[config.mk]
export PLATFORM = sky130hd
export DESIGN_NAME = rob_top
export DESIGN_NICKNAME = d
export VERILOG_FILES = /design/src/rtl/rob_pkg.sv /design/src/rtl/rob_wb_if.sv /design/src/rtl/circular_queue.sv /design/src/rtl/rob_dispatch.sv /design/src/rtl/rob_writeback.sv /design/src/rtl/rob_commit.sv /design/src/rtl/rob_apb_status.sv /design/src/rtl/rob_top.sv
export SDC_FILE = /design/constraint.sdc
export NUM_CORES = 1
export LEC_CHECK = 0
export CAP_MARGIN = 20
export CORE_UTILIZATION = 55
export CTS_CLUSTER_DIAMETER = 50
export DETAILED_ROUTE_END_ITERATION = 10
export DONT_BUFFER_PORTS = 1
export PLACE_DENSITY = 0.7
export SYNTH_ARGS = -nofsm -noshare
export SYNTH_HDL_FRONTEND = slang
export SYNTH_SLANG_ARGS = --single-unit
[constraint.sdc]
create_clock -name clk -period 4.4 [get_ports clk]
set_input_delay 0.22 -clock clk [delete_from_list [all_inputs] [get_ports clk]]
set_output_delay 0.22 -clock clk [all_outputs]
set_load 0.01 [all_outputs]
[src/rtl/rob_pkg.sv]
package rob_pkg;

    // R-type view of an instruction word
    typedef struct packed {
        logic [6:0] funct7;
        logic [4:0] rs2;
        logic [4:0] rs1;
        logic [2:0] funct3;
        logic [4:0] rd;
        logic [6:0] opcode;
    } instr_r_t;

    // S/B-type view, the rd slot carries immediate bits
    typedef struct packed {
        logic [6:0] imm_hi;
        logic [4:0] rs2;
        logic [4:0] rs1;
        logic [2:0] funct3;
        logic [4:0] imm_lo;
        logic [6:0] opcode;
    } instr_sb_t;

    typedef union packed {
        instr_r_t  r;
        instr_sb_t sb;
    } instr_word_u;

    typedef struct packed {
        logic [31:0] pc;
        logic [4:0]  rd;
        logic        rd_we;
        logic        done;   // Result has been written back
        logic [31:0] result;
    } rob_entry_t;

    localparam logic [6:0] OPC_STORE  = 7'b0100011;
    localparam logic [6:0] OPC_BRANCH = 7'b1100011;

    localparam logic [31:0] APB_ADDR_STATUS  = 32'h0;
    localparam logic [31:0] APB_ADDR_COMMITS = 32'h4;

    // Tag indexes one ROB slot
    function automatic int tag_w(input int depth);
        return (depth > 1) ? $clog2(depth) : 1;
    endfunction

endpackage

[src/rtl/rob_wb_if.sv]
`timescale 1ns/1ps

interface rob_wb_if #(
    parameter int WB_PORTS = 2,
    parameter int DEPTH    = 8
);
    localparam int TW = rob_pkg::tag_w(DEPTH);

    logic [WB_PORTS-1:0] valid;
    logic [TW-1:0]       tag    [WB_PORTS];   // Slot being written back
    logic [31:0]         result [WB_PORTS];

    modport source (output valid, tag, result);
    modport sink   (input valid, tag, result);

endinterface

[src/rtl/circular_queue.sv]
`timescale 1ns/1ps

module circular_queue #(
    parameter int SS      = 2,
    parameter int DEPTH   = 8,
    parameter int SEL_OUT = 2
) (
    input  logic                       clk,
    input  logic                       rst,
    input  logic                       push,
    input  logic                       pop,
    input  rob_pkg::rob_entry_t        in      [SS],
    rob_wb_if.sink                     wb,
    input  logic [$clog2(DEPTH)-1:0]   obs_sel [SEL_OUT],
    output logic                       empty,
    output logic                       full,
    output logic [$clog2(DEPTH)-1:0]   head_out,
    output logic [$clog2(DEPTH)-1:0]   tail_out,
    output logic [$clog2(DEPTH):0]     count,
    output rob_pkg::rob_entry_t        out     [SS],
    output rob_pkg::rob_entry_t        obs_out [SEL_OUT]
);
    localparam int AW = $clog2(DEPTH);
    localparam logic [AW:0] STEP = (AW + 1)'(SS);

    rob_pkg::rob_entry_t entries [DEPTH];

    logic [AW:0]   head, tail;   // Extra top bit tells full from empty
    logic [AW:0]   head_spec;
    logic [AW-1:0] wb_off;
    logic          wb_bad;

    assign head_out  = head[AW-1:0];
    assign tail_out  = tail[AW-1:0];
    assign head_spec = head + STEP;
    assign empty     = (head == tail);
    assign count     = head - tail;

    // Speculative full: no room left for another whole group
    assign full = (head_spec[AW-1:0] == tail[AW-1:0]) && (head_spec[AW] != tail[AW]);

    always_ff @(posedge clk) begin
        if (rst) begin
            head <= '0;
            tail <= '0;
        end else begin
            if (push)
                head <= head + STEP;
            if (pop)
                tail <= tail + STEP;
        end
    end

    // Group write first, writebacks after so they win on a shared slot
    always_ff @(posedge clk) begin
        if (push) begin
            for (int i = 0; i < SS; i++)
                entries[head_out + AW'(i)] <= in[i];
        end
        for (int i = 0; i < $size(wb.valid); i++) begin
            if (wb.valid[i]) begin
                entries[wb.tag[i]].done   <= 1'b1;
                entries[wb.tag[i]].result <= wb.result[i];
            end
        end
    end

    always_ff @(posedge clk) begin
        if (rst) begin
            for (int i = 0; i < SS; i++)
                out[i] <= '0;
        end else if (pop) begin
            for (int i = 0; i < SS; i++)
                out[i] <= entries[tail_out + AW'(i)];   // Oldest group
        end
    end

    always_comb begin
        for (int i = 0; i < SEL_OUT; i++)
            obs_out[i] = entries[obs_sel[i]];
    end

    // A writeback must land on a live entry that is still pending
    always_comb begin
        wb_bad = 1'b0;
        wb_off = '0;
        for (int i = 0; i < $size(wb.valid); i++) begin
            if (wb.valid[i]) begin
                wb_off = wb.tag[i] - tail_out;
                if ((AW + 1)'(wb_off) >= count || entries[wb.tag[i]].done)
                    wb_bad = 1'b1;
            end
        end
    end

    a_no_push_full: assert property (@(posedge clk) disable iff (rst) push |-> !full)
        else $error("circular_queue: push while full");

    a_no_pop_empty: assert property (@(posedge clk) disable iff (rst) pop |-> !empty)
        else $error("circular_queue: pop while empty");

    a_wb_target: assert property (@(posedge clk) disable iff (rst) !wb_bad)
        else $error("circular_queue: writeback to a free or already done slot");

endmodule

[src/rtl/rob_dispatch.sv]
`timescale 1ns/1ps

module rob_dispatch #(
    parameter int SS    = 2,
    parameter int DEPTH = 8
) (
    input  logic                                 dispatch_valid,
    input  rob_pkg::instr_word_u                 dispatch_instr [SS],
    input  logic [31:0]                          dispatch_pc,
    input  logic                                 full,
    input  logic [rob_pkg::tag_w(DEPTH)-1:0]     head_out,
    output logic                                 dispatch_ready,
    output logic                                 push,
    output rob_pkg::rob_entry_t                  entries      [SS],
    output logic [rob_pkg::tag_w(DEPTH)-1:0]     dispatch_tag [SS]
);
    localparam int TW = rob_pkg::tag_w(DEPTH);

    logic [6:0] opc     [SS];
    logic       no_dest [SS];

    assign dispatch_ready = !full;
    assign push           = dispatch_valid && dispatch_ready;

    always_comb begin
        for (int i = 0; i < SS; i++) begin
            opc[i] = dispatch_instr[i].sb.opcode;
            // Stores and branches carry immediate bits in the rd slot
            no_dest[i] = (opc[i] == rob_pkg::OPC_STORE) || (opc[i] == rob_pkg::OPC_BRANCH);

            entries[i].pc     = dispatch_pc + 32'(4 * i);
            entries[i].rd     = dispatch_instr[i].r.rd;
            entries[i].rd_we  = !no_dest[i] && (dispatch_instr[i].r.rd != 5'd0);
            entries[i].done   = 1'b0;
            entries[i].result = '0;

            dispatch_tag[i] = head_out + TW'(i);   // Slot the member lands in
        end
    end

endmodule

[src/rtl/rob_writeback.sv]
`timescale 1ns/1ps

module rob_writeback #(
    parameter int WB_PORTS = 2,
    parameter int DEPTH    = 8
) (
    input  logic                               clk,
    input  logic                               rst,
    input  logic [WB_PORTS-1:0]                wb_valid,
    input  logic [rob_pkg::tag_w(DEPTH)-1:0]   wb_tag    [WB_PORTS],
    input  logic [31:0]                        wb_result [WB_PORTS],
    rob_wb_if.source                           wbq
);
    logic dup_tag;

    assign wbq.valid = wb_valid;

    always_comb begin
        dup_tag = 1'b0;
        for (int i = 0; i < WB_PORTS; i++) begin
            wbq.tag[i]    = wb_tag[i];
            wbq.result[i] = wb_result[i];
            // Two units finishing the same slot in one cycle
            for (int j = i + 1; j < WB_PORTS; j++) begin
                if (wb_valid[i] && wb_valid[j] && (wb_tag[i] == wb_tag[j]))
                    dup_tag = 1'b1;
            end
        end
    end

    a_unique_tags: assert property (@(posedge clk) disable iff (rst) !dup_tag)
        else $error("rob_writeback: two writeback ports carry the same tag");

endmodule

[src/rtl/rob_commit.sv]
`timescale 1ns/1ps

module rob_commit #(
    parameter int SS    = 2,
    parameter int DEPTH = 8
) (
    input  logic                               clk,
    input  logic                               rst,
    input  logic                               empty,
    input  logic [rob_pkg::tag_w(DEPTH)-1:0]   tail_out,
    input  rob_pkg::rob_entry_t                obs_out [SS],
    input  rob_pkg::rob_entry_t                out     [SS],
    output logic [rob_pkg::tag_w(DEPTH)-1:0]   obs_sel [SS],
    output logic                               pop,
    output logic                               commit_valid,
    output logic [31:0]                        commit_pc    [SS],
    output logic [4:0]                         commit_rd    [SS],
    output logic [SS-1:0]                      commit_we,
    output logic [31:0]                        commit_value [SS]
);
    localparam int TW = rob_pkg::tag_w(DEPTH);

    logic all_done;

    // Look at the oldest group
    always_comb begin
        all_done = 1'b1;
        for (int i = 0; i < SS; i++) begin
            obs_sel[i] = tail_out + TW'(i);
            all_done   = all_done && obs_out[i].done;
        end
    end

    assign pop = !empty && all_done;   // Retire only a fully done group

    always_ff @(posedge clk) begin
        if (rst)
            commit_valid <= 1'b0;
        else
            commit_valid <= pop;   // Queue registers the group at the same edge
    end

    always_comb begin
        for (int i = 0; i < SS; i++) begin
            commit_pc[i]    = out[i].pc;
            commit_rd[i]    = out[i].rd;
            commit_we[i]    = out[i].rd_we;
            commit_value[i] = out[i].result;
        end
    end

    // Earliest commit needs a push, a writeback and a pop after reset
    a_quiet_after_reset: assert property (@(posedge clk) $fell(rst) |-> !commit_valid [*2])
        else $error("rob_commit: commit_valid right after reset");

endmodule

[src/rtl/rob_apb_status.sv]
`timescale 1ns/1ps

module rob_apb_status #(
    parameter int DEPTH = 8
) (
    input  logic                       clk,
    input  logic                       rst,
    input  logic                       psel,
    input  logic                       penable,
    input  logic                       pwrite,
    input  logic [31:0]                paddr,
    input  logic [31:0]                pwdata,
    input  logic [$clog2(DEPTH):0]     count,
    input  logic                       empty,
    input  logic                       full,
    input  logic                       commit_valid,
    output logic [31:0]                prdata,
    output logic                       pready,
    output logic                       pslverr
);
    logic [31:0] commits;
    logic [31:0] status_word;
    logic        setup_phase;
    logic        clr_commits;
    logic        hit_status;
    logic        hit_commits;

    assign pready      = 1'b1;   // No wait states
    assign setup_phase = psel && !penable;
    assign hit_status  = (paddr == rob_pkg::APB_ADDR_STATUS);
    assign hit_commits = (paddr == rob_pkg::APB_ADDR_COMMITS);

    // Any written value clears the counter
    assign clr_commits = psel && penable && pwrite && hit_commits;

    assign status_word = {22'd0, full, empty, 8'(count)};

    always_ff @(posedge clk) begin
        if (rst)
            commits <= '0;
        else if (clr_commits)
            commits <= '0;
        else if (commit_valid && (commits != '1))
            commits <= commits + 32'd1;   // Saturates
    end

    // Read data is ready by the access phase
    always_ff @(posedge clk) begin
        if (rst) begin
            prdata  <= '0;
            pslverr <= 1'b0;
        end else if (setup_phase) begin
            pslverr <= !(hit_status || hit_commits);
            if (pwrite)
                prdata <= '0;
            else if (hit_status)
                prdata <= status_word;
            else if (hit_commits)
                prdata <= commits;
            else
                prdata <= '0;
        end else if (!psel) begin
            pslverr <= 1'b0;
        end
    end

endmodule

[src/rtl/rob_top.sv]
`timescale 1ns/1ps

module rob_top #(
    parameter int SS       = 2,
    parameter int DEPTH    = 8,
    parameter int WB_PORTS = 2
) (
    input  logic                               clk,
    input  logic                               rst,

    input  logic                               dispatch_valid,
    input  rob_pkg::instr_word_u               dispatch_instr [SS],
    input  logic [31:0]                        dispatch_pc,
    output logic                               dispatch_ready,
    output logic [rob_pkg::tag_w(DEPTH)-1:0]   dispatch_tag   [SS],

    input  logic [WB_PORTS-1:0]                wb_valid,
    input  logic [rob_pkg::tag_w(DEPTH)-1:0]   wb_tag         [WB_PORTS],
    input  logic [31:0]                        wb_result      [WB_PORTS],

    output logic                               commit_valid,
    output logic [31:0]                        commit_pc      [SS],
    output logic [4:0]                         commit_rd      [SS],
    output logic [SS-1:0]                      commit_we,
    output logic [31:0]                        commit_value   [SS],

    input  logic                               psel,
    input  logic                               penable,
    input  logic                               pwrite,
    input  logic [31:0]                        paddr,
    input  logic [31:0]                        pwdata,
    output logic [31:0]                        prdata,
    output logic                               pready,
    output logic                               pslverr
);
    localparam int TW = rob_pkg::tag_w(DEPTH);

    logic                push, pop, empty, full;
    logic [TW-1:0]       head_out, tail_out;
    logic [TW:0]         count;
    logic [TW-1:0]       obs_sel   [SS];
    rob_pkg::rob_entry_t new_group [SS];
    rob_pkg::rob_entry_t old_group [SS];   // Registered on pop
    rob_pkg::rob_entry_t obs_out   [SS];

    rob_wb_if #(.WB_PORTS(WB_PORTS), .DEPTH(DEPTH)) wb_bus ();

    rob_dispatch #(.SS(SS), .DEPTH(DEPTH)) u_dispatch (
        .dispatch_valid (dispatch_valid),
        .dispatch_instr (dispatch_instr),
        .dispatch_pc    (dispatch_pc),
        .full           (full),
        .head_out       (head_out),
        .dispatch_ready (dispatch_ready),
        .push           (push),
        .entries        (new_group),
        .dispatch_tag   (dispatch_tag)
    );

    circular_queue #(.SS(SS), .DEPTH(DEPTH), .SEL_OUT(SS)) u_queue (
        .clk      (clk),
        .rst      (rst),
        .push     (push),
        .pop      (pop),
        .in       (new_group),
        .wb       (wb_bus.sink),
        .obs_sel  (obs_sel),
        .empty    (empty),
        .full     (full),
        .head_out (head_out),
        .tail_out (tail_out),
        .count    (count),
        .out      (old_group),
        .obs_out  (obs_out)
    );

    rob_writeback #(.WB_PORTS(WB_PORTS), .DEPTH(DEPTH)) u_writeback (
        .clk       (clk),
        .rst       (rst),
        .wb_valid  (wb_valid),
        .wb_tag    (wb_tag),
        .wb_result (wb_result),
        .wbq       (wb_bus.source)
    );

    rob_commit #(.SS(SS), .DEPTH(DEPTH)) u_commit (
        .clk          (clk),
        .rst          (rst),
        .empty        (empty),
        .tail_out     (tail_out),
        .obs_out      (obs_out),
        .out          (old_group),
        .obs_sel      (obs_sel),
        .pop          (pop),
        .commit_valid (commit_valid),
        .commit_pc    (commit_pc),
        .commit_rd    (commit_rd),
        .commit_we    (commit_we),
        .commit_value (commit_value)
    );

    rob_apb_status #(.DEPTH(DEPTH)) u_apb (
        .clk          (clk),
        .rst          (rst),
        .psel         (psel),
        .penable      (penable),
        .pwrite       (pwrite),
        .paddr        (paddr),
        .pwdata       (pwdata),
        .count        (count),
        .empty        (empty),
        .full         (full),
        .commit_valid (commit_valid),
        .prdata       (prdata),
        .pready       (pready),
        .pslverr      (pslverr)
    );

endmodule

[After elaboration in Yosys (flattened, before gate mapping)]
Memories as Yosys holds them, arrays and structs flattened. A register that Yosys moved wholly into a read port is not among the register bits.
Cells that the tools add are included.
Operators by class
  add/sub/neg operators: 7
  eq/ne operators: 10
  multiplexer cells: 13
  reductions and logical operators: 24
Operators with widths (count)
  $mux 32: 3
  $add 32x1->32 const B: 1
  $add 32x3->32 const B: 1
  $eq 32x3->1 const B: 1
  $logic_not 32->1: 1
  $ne 32x32->1 const B: 1
  $eq 7x6->1 const B: 2
  $eq 7x7->1 const B: 2
  $logic_and 1x1->1: 11
  $reduce_bool 5->1: 2
  $add 4x2->4 const B: 2
  $mux 1: 8
  $add 3x1->3 const B: 2
  $logic_not 1->1: 6
  $mux 3: 2
  $eq 4x4->1: 1
  $sub 4x4->4: 1
  $eq 3x3->1: 1
  $logic_or 1x1->1: 3
  $ne 2x1->1 const B: 1
  $reduce_or 2->1: 1
  $ne 1x1->1: 1
Word-level totals
  register bits: 214
  RAM bits: 568
  input port bits: 238
  output and inout port bits: 182
  memories kept: 1
Memories
  u_queue.entries: words 8, bits a word 71, rd ports 2, clocked after Yosys merged registers in 1, wr ports 4, line circular_queue.sv:26  | rob_pkg::rob_entry_t entries [DEPTH];

[Logic depth before layout (Yosys ltp)]
Gate-level depths: netlist (run 1).
  depth after elaboration: 7
  depth in mapped cells: 11
  depth with buffers taken out: 8

[Modules after synthesis]
A second synthesis (run 1) with hierarchy kept.
Unflattened totals
  cells, all modules: 3616
  area, all modules: 46849.9 µm²
Modules (own cells, without submodules)
  circular_queue: instances 1, cells an instance 2856, area an instance 40644.0 µm², sequential area each 19939.1 µm²
  rob_apb_status: instances 1, cells an instance 326, area an instance 2927.8 µm², sequential area each 1301.2 µm²
  rob_dispatch: instances 1, cells an instance 213, area an instance 1597.8 µm², sequential area each 0.0 µm²
  rob_commit: instances 1, cells an instance 149, area an instance 1139.8 µm², sequential area each 20.0 µm²
  rob_writeback: instances 1, cells an instance 72, area an instance 540.5 µm², sequential area each 0.0 µm²

[Worst setup path after synthesis (run 1)]
OpenSTA, ideal clock, no wires.
  kind: register to register
  from: register u_queue.head[2]
  to: memory u_queue.entries[6][33] (netlist bit), enable pin
  setup time: 0.428 ns
  data arrival time: 3.089 ns
  setup slack: 0.883 ns
  stages on the path, launching flop included: 7
  cell sequence: dfxtp_1 > inv_1 > ha_1 > xnor2_1 > a31oi_1 > nand2_1 > inv_1
RTL lines
  start, declared: line circular_queue.sv:28  | logic [AW:0] head, tail;
  start signal, assigned: line circular_queue.sv:48  | head <= head + STEP;
  end, declared: line circular_queue.sv:26

==> results of run 1 <==
## cell usage in the layout, fill, tap and decap left out, drive strengths merged, types with 3 or more instances in the layout
master and count:
a22oi 27, nand2 331, buf 54, or4 8
ha 9, nor3 11, or2 6, nand4 23
xnor2 34, inv 28, diode 15, nor2b 3
nor2 82, o31ai 6, dlygate4sd3 154, xor2 20
dfxtp 222, a31oi 9, nand3 44, clkinv 19
a211oi 4, edfxtp 552, and4 6, clkbuf 126
a21oi 157, o21ai 15, a22o 256, nor4 13
or3 8, conb 3, and3 10, mux4 142
nand2b 5
## per-layer routing
metal | vias to the layer above | track usage, % | part of all wire, %
met5 | - | 0 | 0.042
met4 | 6 | 10.7 | 3.0
met3 | 185 | 8.12 | 11
met2 | 1170 | 45.8 | 48
met1 | 10400 | 37.1 | 38
li1 | 8811 | - | -
## cells in the mapped netlist (20+ instances only)
cell	n	area, µm²
mux4_2	142	3200
nand3_1	44	220
xor2_1	20	175
a21oi_1	157	786
buf_1	73	274
a22o_1	256	2240
nor2_1	82	308
xnor2_1	34	298
edfxtp_1	552	16600
dfxtp_1	222	4440
nand2_1	331	1240
nand4_1	20	125
clkbuf_1	121	454
a22oi_1	27	203
## worst min-delay path by stage
| stage | slack, ns | depth (start not counted) | to | from |
|---|---|---|---|---|
| global placement | 0.31 | 1 | u_queue.out[137] | rst |
| floorplan | 0.32 | 0 | u_queue.entries[0][34] | dispatch_instr[39] |
| finish | 0.04 | 3 | u_queue.entries[2][32] | wb_tag[4] |
| CTS | 0.003 | 3 | u_queue.entries[7][48] | dispatch_pc[7] |
| global route | 0.04 | 3 | u_queue.entries[3][32] | wb_tag[2] |
| detailed placement | 0.31 | 1 | u_queue.out[137] | rst |
## sequential cells by signal, summed over array words and instances, names as in the netlist, named ones only
signal                 cells
u_apb.commits             32
u_queue.entries          560
u_apb.pslverr              1
u_queue.head               3
u_queue.tail               3
u_apb.prdata              32
u_queue.out              140
u_commit.commit_valid      1
## final cells by class
class	count	area share, %
diodes	15	0.102
clock buffers	126	6.77
well taps	756	2.57
flip-flops and latches	774	57.1
repair buffers	208	5.50
multi-input cells	1247	26.9
clock inverters	32	0.812
inverters	19	0.207
## cell families (layout without fill, tap and decap cells)
| group | after synthesis | after routing | share of synthesized area (%) |
|---|---|---|---|
| buf+inv | 238 | 385 | 2.98 |
| simple gates | 556 | 556 | 7.76 |
| mux | 144 | 144 | 10.1 |
| flops | 774 | 774 | 66.1 |
| fa+ha+maj | 10 | 10 | 0.417 |
| compound gates | 479 | 479 | 11.0 |
| xor+xnor | 55 | 55 | 1.56 |
| other cells | 2 | 18 | 0.0236 |
## worst max-delay path, cell delays in order (launching register included)
cell and delay (ns):
dfxtp_1 0.69, inv_1 0.16, ha_1 0.34, xnor2_1 0.15, a31oi_1 0.51, nand2_1 0.38
clkinv_2 0.09, buf_4 0.42, buf_4 0.63
## stage by stage
step / hold slack, ns / cells / worst slack, ns / instance area, µm²
global route: 0.0389 / 3168 / 0.360 / 36800
global placement: 0.305 / 2848 / 0.676 / 32400
finish: 0.0400 / 3177 / 0.614 / 36800
CTS: 0.00308 / 3161 / 0.585 / 36800
floorplan: 0.319 / 2259 / 0.883 / 31800
detailed placement: 0.306 / 2848 / 0.616 / 32400
## power by group through the flow
stage	registers (W)	logic, W	clock network, W
after floorplan	0.00847	0.000791	0
after global placement	0.00849	0.000979	0
after detailed placement	0.00851	0.000999	0
after CTS	0.00836	0.00123	0.00710
after global routing	0.00839	0.00132	0.00740
final	0.00836	0.00124	0.00702
==> results.py, run 1 <==
metrics = {
    "status": {
        "outcome": "finished, final reports clean",
    },
    "floorplan": {
        "die_width_um": 242,
        "ios": 420,
        "die_height_um": 242,
        "core-area_um2": 56700,
        "floorplan.initialDensity_pct": 56.0,
        "die_area_um2": 58800,
        "row_count": 87,
    },
    "clocking": {
        "cts.htree.levels": 3,
        "postCtsSetupRepairBufs": 0,
        "clock_sinks": 774,
        "cts_inserted_buffers": 85,
        "cts_tree": "done",
        "root_buffer": "clkbuf_16",
        "cts_hold_buf": 155,
        "clk_pin_slew_ns": 0.07,
        "cts-resized-gates": 0,
        "insertion_delay_ns": 0.63,
        "ctsLongestPathBuffers": 3,
    },
    "global_routing": {
        "antenna_found_initial": 10,
        "overflow": 0,
        "grt_max_degree": 178,
        "grt_pass1_wl_um": 126000,
        "grt_pass1_vias": 20600,
        "grt_usage_pct": 28.6,
    },
    "yosys": {
        "yosysWarnings": 0,
        "synth_enable_flop_cells": 552,
        "synthFlopType": "edfxtp_1",
        "ys_ff_latch": 774,
        "avgSynthCellArea_um2": 14.1,
        "synth_cell_types": 51,
        "ys_seq_area_share_pct": 66.1,
        "async_flop_share_pct": 0,
        "synth.cell_area_um2": 31800,
        "syn_inst": 2258,
    },
    "power": {
        "ir_drop_mv": 0.313,
        "leakagePower_nw": 12.3,
        "p_per_area_nw_per_um2": 451,
        "power_frac_seq_pct": 50.3,
        "clkPwrFrac_pct": 42.2,
        "p_comb_share_pct": 7.5,
        "switching_share_pct": 23.1,
        "internal_power_w": 0.0128,
        "power.total_w": 0.0166,
        "power.switching_w": 0.00383,
    },
    "routing": {
        "firstDrtPassIters": 6,
        "routed_wl_um": 84900,
        "drc_errors": 0,
        "drtAntennaViolNets": 0,
        "vias": 20500,
        "drtIter0Drc": 2131,
        "post_drt_wl_per_cell_um": 26.7,
        "vias_per_cell": 6.46,
    },
    "final_layout": {
        "final_net_count": 2583,
        "postLayoutCoreUtil_pct": 65.0,
        "multi_input_area_um2": 9930,
        "drive_gt1_share_pct": 15.6,
        "area_delta_synth_final_pct": 15.9,
        "nFillCells": 3974,
        "regArea_um2": 21000,
    },
    "setup_path": {
        "worstSetupPathType": "flip-flop to flip-flop",
        "startpoint_type": "flip-flop",
        "crit_path_end_kind": "flip-flop",
        "r2r_slack_ns": 0.61,
        "reg2reg_from": "u_queue.head[2]",
        "worst_ep_arrival_time_ns": 4.03,
        "crit_start": "u_queue.head[2]",
        "reg2reg_depth": 8,
        "worst-path-max-fanout": 43,
        "cp-endpoint": "u_queue.entries[7][41]",
        "crit_required_ns": 4.64,
        "r2r-end": "u_queue.entries[7][41]",
    },
    "timing": {
        "timing.fmax_mhz": 264,
        "maxSlewHeadroom_pct": 25.3,
        "report.final.hold_viol_count": 0,
        "fin_crit_sh_pct": 86.0,
        "worstMarginPinSlew_ns": 1.12,
        "rsz0062_at_grt": "no",
        "skew_ns": 0.0332,
        "setup_viol": 0,
        "final_max_slew_viol_count": 0,
        "fin_tns_setup_ns": 0,
        "period_needed_ns": 3.79,
    },
    "place": {
        "dp_hpwl_um": 47900,
        "io_buffers": 0,
        "gp_congestion": 0.852,
    },
    "worst_hold_path": {
        "worstHoldPathType": "primary input to flip-flop",
    },
    "run": {
        "cap_viol_max_count": 0,
    },
}
No activity file was read; power rests on OpenSTA's default activity.
==> run 2, diff against run 1 <==
CORE_MARGIN = 3   (was unset)
==> run 2 against run 1 <==
Against the previous run:
- critical path depth down 1
- power up 2.4%
- register-to-register slack better by 0.12 ns
- clock-buffer cell count down 7
- hold slack better by 0.038 ns
- first-iteration DRC count down 6.6%
- die area up 3.3%
- clock power up 5.6%
- largest cell class unchanged
- highest routed layer unchanged
==> results.py, run 2 (synthesis gave the netlist of run 1 again) <==
metrics = {
    "status": {
        "outcome": "finished, final reports clean",
    },
    "routing": {
        "post_drt_wl_per_cell_um": 26.8,
        "drc_errors": 0,
        "vias": 20600,
        "vias_per_cell": 6.47,
        "drtIter0Drc": 1991,
        "routed_wl_um": 85200,
        "drtAntennaViolNets": 0,
        "firstDrtPassIters": 6,
    },
    "clocking": {
        "cts-resized-gates": 0,
        "insertion_delay_ns": 0.64,
        "root_buffer": "clkbuf_16",
        "postCtsSetupRepairBufs": 0,
        "clk_pin_slew_ns": 0.06,
        "ctsLongestPathBuffers": 3,
        "cts_inserted_buffers": 85,
        "cts_tree": "done",
        "clock_sinks": 774,
        "cts.htree.levels": 3,
    },
    "final_layout": {
        "largest_reg_flops": 560,
        "final_common_cell": "edfxtp_1",
        "finalInstanceArea_um2": 37100,
        "final_net_count": 2590,
        "largestRegisters": "u_queue.entries x560, u_queue.out x140",
        "postLayoutCoreUtil_pct": 65.3,
        "area_delta_synth_final_pct": 16.7,
        "final_cell_mix": "552 x edfxtp_1, 331 x nand2_1, 256 x a22o_1",
        "drive_gt1_share_pct": 15.6,
        "regMostFlops": "u_queue.entries",
    },
    "setup_path": {
        "reg2reg_depth": 7,
        "worstSetupPathType": "flip-flop to flip-flop",
        "crit_family": "simple AND/OR/NAND/NOR gates",
        "startpoint_type": "flip-flop",
        "crit_path_end_kind": "flip-flop",
        "max_stage_delay_ns": 0.63,
        "slowest_stage": "nand3_2",
        "crit_required_ns": 4.71,
        "crit_start": "u_queue.head[1]",
        "path_buf_inv": 2,
        "r2r-end": "u_queue.entries[6][11]",
        "worst_ep_arrival_time_ns": 3.97,
        "reg2reg_from": "u_queue.head[1]",
        "crit_chain": "inv_1, ha_1, xnor2_1, a31oi_1, nand2_1, nand3_2, buf_4",
        "worst-path-max-fanout": 18,
        "r2r_slack_ns": 0.74,
    },
    "power": {
        "ir_drop_mv": 0.357,
        "p_per_area_nw_per_um2": 459,
        "leakagePower_nw": 12.4,
    },
    "floorplan": {
        "ios": 420,
        "floorplan.initialDensity_pct": 55.9,
        "die_height_um": 246,
        "die_width_um": 246,
        "die_area_um2": 60700,
        "core-area_um2": 56800,
        "row_count": 87,
    },
    "timing": {
        "fin_tns_setup_ns": 0,
        "fin_crit_sh_pct": 83.2,
        "timing.fmax_mhz": 273,
        "report.final.hold_viol_count": 0,
        "rsz0062_at_grt": "no",
        "worstMarginPinSlew_ns": 1.12,
        "skew_ns": 0.0149,
        "setup_viol": 0,
        "maxSlewHeadroom_pct": 25.2,
        "period_needed_ns": 3.66,
        "final_max_slew_viol_count": 0,
    },
    "worst_hold_path": {
        "whs_endpoint": "u_queue.entries[3][32]",
        "worstHoldPathType": "primary input to flip-flop",
        "worstHoldPathCells": 3,
        "hold_start": "wb_tag[0]",
    },
    "place": {
        "dp_hpwl_um": 48500,
        "io_buffers": 0,
        "gp_congestion": 0.851,
        "placed_cell_area_um2": 32500,
    },
    "global_routing": {
        "grt_usage_pct": 27.9,
        "antenna_found_initial": 5,
        "grt_max_degree": 178,
        "grt_pass1_wl_um": 127000,
        "overflow": 0,
        "grt_pass1_vias": 21100,
    },
    "run": {
        "cap_viol_max_count": 0,
    },
}
==> run 2: what timing repair did <==
item                                   4_1_cts  5_1_grt
setup endpoints to repair                    0        0
hold buffers                               160        0
endpoints found under the hold margin      742        0
==> run 2: layer usage <==
| metal | track usage [%] | up-vias | share of wire (%) |
|---|---|---|---|
| li1 | - | 8819 | - |
| met1 | 35.8 | 10400 | 38 |
| met2 | 45.5 | 1127 | 49 |
| met3 | 7.12 | 206 | 9.9 |
| met4 | 11.3 | 4 | 3.2 |
| met5 | 0 | - | 0.032 |
==> run 2: area by class of cell <==
class                           instances  area [µm²]
Sequential cell                       774       21000
Fill cell                            4034       19700
Multi-Input combinational cell       1247        9930
Clock buffer                          119        2410
Timing Repair Buffer                  215        2110
Tap cell                              756         946
Clock inverter                         40         566
Inverter                               19        76.3
Antenna cell                            4        10.0
==> run 2: power breakdown <==
part           internal (W)  switching [W]  total (W)
logic              0.000492       0.000765    0.00126
registers           0.00821       0.000148    0.00836
clock network       0.00442        0.00298    0.00741
==> run 2: worst reg2reg max path: stages (launching register included) <==
cell     delay (ns)
dfxtp_1        0.62
inv_1          0.18
ha_1           0.37
xnor2_1        0.16
a31oi_1        0.51
nand2_1        0.44
nand3_2        0.64
buf_4          0.41
==> run 2: worst max path at each step <==
| stage | endpoint | slack (ns) | cells past startpoint |
|---|---|---|---|
| 6_report | u_queue.entries[6][11] | 0.74 | 7 |
| 4_1_cts | u_queue.entries[6][1] | 0.83 | 7 |
| 3_3_place_gp | u_queue.entries[6][8] | 0.96 | 7 |
| 2_1_floorplan | u_queue.entries[6][33] | 0.88 | 6 |
| 3_5_place_dp | u_queue.entries[6][8] | 0.86 | 7 |
| 5_1_grt | u_queue.entries[6][1] | 0.64 | 7 |
==> run 2: per-stage QoR <==
stage	power [W]	hold WS (ns)	std cells	worst slack, ns
after global placement	0.00948	0.305	2849	0.959
after floorplan	0.00926	0.319	2259	0.883
after global routing	0.0175	0.0852	3171	0.643
final	0.0170	0.0781	3174	0.739
after detailed placement	0.00953	0.309	2849	0.857
after CTS	0.0171	0.0260	3168	0.833
==> run 3, diff against run 2 <==
PLACE_DENSITY = 0.73   (was 0.7)
clock period = 3 ns   (was 4.4 ns; I/O delays follow)
==> run 3 against run 2 <==
Against the previous run:
- clock-buffer cell count shrank 2
- die area is the same
- maximum frequency grew 34%
- sequential power grew 47%
- flip-flop and latch count is the same
- critical path type unchanged
==> results.py, run 3 (synthesis gave the netlist of run 1 again) <==
metrics = {
    "clocking": {
        "cts_inserted_buffers": 85,
        "clk_pin_slew_ns": 0.06,
        "clock_sinks": 774,
        "ctsLongestPathBuffers": 3,
        "insertion_delay_ns": 0.64,
        "cts_tree": "done",
        "root_buffer": "clkbuf_16",
        "cts.htree.levels": 3,
    },
    "place": {
        "dp_hpwl_um": 48200,
        "gp_congestion": 0.867,
        "placed_cell_area_um2": 32600,
        "preCtsSetupSlack_ns": 0.100,
        "place_inst": 2852,
        "io_buffers": 0,
    },
    "setup_path": {
        "startpoint_type": "flip-flop",
        "max_stage_delay_ns": 0.41,
        "worst_ep_arrival_time_ns": 2.98,
        "worst-path-max-fanout": 74,
        "reg2reg_from": "u_queue.head[1]",
        "crit_start": "u_queue.head[1]",
        "path_buf_inv": 3,
        "slowest_stage": "dfxtp_1",
        "crit_chain": "inv_1, ha_1, xnor2_1, a31oi_2, nand2_1, clkinvlp_4, buf_12",
        "worstSetupPathType": "flip-flop to flip-flop",
        "crit_path_end_kind": "flip-flop",
        "crit_family": "buffers and inverters",
        "crit_required_ns": 3.25,
    },
    "status": {
        "outcome": "finished, final reports clean",
    },
    "timing": {
        "skew_ns": 0.0324,
        "rsz0062_at_grt": "no",
        "worstMarginPinSlew_ns": 1.16,
        "fin_crit_sh_pct": 91.1,
        "setup_viol": 0,
        "period_needed_ns": 2.73,
        "final.setup.worst_slack_ns": 0.268,
        "final_max_slew_viol_count": 0,
        "report.final.hold_viol_count": 0,
        "fin_tns_setup_ns": 0,
        "timing.fmax_mhz": 366,
        "maxSlewHeadroom_pct": 22.4,
    },
    "power": {
        "ir_drop_mv": 0.479,
        "power_frac_seq_pct": 49.6,
        "clkPwrFrac_pct": 42.8,
        "p_per_area_nw_per_um2": 664,
        "p_comb_share_pct": 7.7,
        "internal_power_w": 0.0190,
        "leakagePower_nw": 12.4,
        "switching_share_pct": 23.3,
        "power.switching_w": 0.00576,
    },
    "final_layout": {
        "fin_cells": 3191,
        "area_delta_synth_final_pct": 17.3,
        "regMostFlops": "u_queue.entries",
        "nFillCells": 3877,
        "postLayoutCoreUtil_pct": 65.6,
        "finalInstanceArea_um2": 37300,
        "final_net_count": 2598,
        "largest_reg_flops": 560,
        "final_common_cell": "edfxtp_1",
        "final_cell_mix": "552 x edfxtp_1, 331 x nand2_1, 256 x a22o_1",
        "drive_gt1_share_pct": 16.1,
        "largestRegisters": "u_queue.entries x560, u_queue.out x140",
    },
    "routing": {
        "post_drt_wl_per_cell_um": 26.7,
        "drtAntennaViolNets": 0,
        "drtIter0Drc": 2080,
        "vias_per_cell": 6.46,
        "drc_errors": 0,
        "routed_wl_um": 85300,
        "vias": 20600,
        "firstDrtPassIters": 5,
    },
    "floorplan": {
        "die_width_um": 246,
        "ios": 420,
        "floorplan.initialDensity_pct": 55.9,
        "die_area_um2": 60700,
        "row_count": 87,
        "die_height_um": 246,
        "core-area_um2": 56800,
    },
    "global_routing": {
        "antenna_found_initial": 11,
        "grt_usage_pct": 27.7,
        "grt_max_degree": 173,
        "grt_pass1_vias": 21000,
        "grt_pass1_wl_um": 127000,
        "overflow": 0,
    },
    "run": {
        "cap_viol_max_count": 0,
    },
    "worst_hold_path": {
        "hold_start": "rst",
        "worstHoldPathType": "primary input to flip-flop",
    },
}
-- run 3: power by group through the flow --
stage | Clock (W) | Sequential (W) | Combinational [W]
after floorplan | 0 | 0.0124 | 0.00116
after global placement | 0 | 0.0124 | 0.00149
after detailed placement | 0 | 0.0125 | 0.00152
after CTS | 0.0107 | 0.0123 | 0.00187
after global routing | 0.0112 | 0.0123 | 0.00203
final | 0.0106 | 0.0123 | 0.00190
-- run 3: final timing paths --
path,endpoint,slack (ns),cells after the start
worst max register to register,u_queue.entries[7][35],0.27,7
worst min register to register,u_queue.entries[4][32],0.45,2
worst min-delay path,u_queue.out[61],0.05,2
worst max-delay path,u_queue.entries[7][35],0.27,7
-- run 3: cell type report --
| cell class | count | area, µm² | share of cell area, % |
|---|---|---|---|
| Antenna cell | 12 | 30.0 | 0.0805 |
| Clock buffer | 117 | 2480 | 6.66 |
| Clock inverter | 43 | 434 | 1.16 |
| Inverter | 19 | 86.3 | 0.232 |
| Multi-Input combinational cell | 1248 | 9940 | 26.7 |
| Sequential cell | 774 | 21000 | 56.4 |
| Tap cell | 756 | 946 | 2.54 |
| Timing Repair Buffer | 222 | 2330 | 6.26 |
-- run 3: stage by stage --
stage | hold slack [ns] | total power [W]
finish | 0.0523 | 0.0247
floorplan | 0.249 | 0.0136
detailed placement | 0.237 | 0.0140
global route | 0.0401 | 0.0255
CTS | 0.0242 | 0.0248
global placement | 0.235 | 0.0139
-- run 3: what timing repair did --
item                                    in CTS  in global routing
resized for setup                            0                  1
endpoints found under the hold margin      742                  0
endpoints found under the setup margin       0                198
hold buffers                               164                  0
buffers inserted                             0                  2
-- run 3: metal layers --
metal | track usage, % | wire [µm] | share of wire [%] | vias to the layer above
met1 | 35.9 | 31300 | 37 | 10300
met2 | 44.7 | 42000 | 49 | 1258
li1 | - | - | - | 8837
met5 | 0 | 7 | 0.0082 | -
met3 | 7.28 | 9550 | 11 | 184
met4 | 10.9 | 2500 | 2.9 | 2
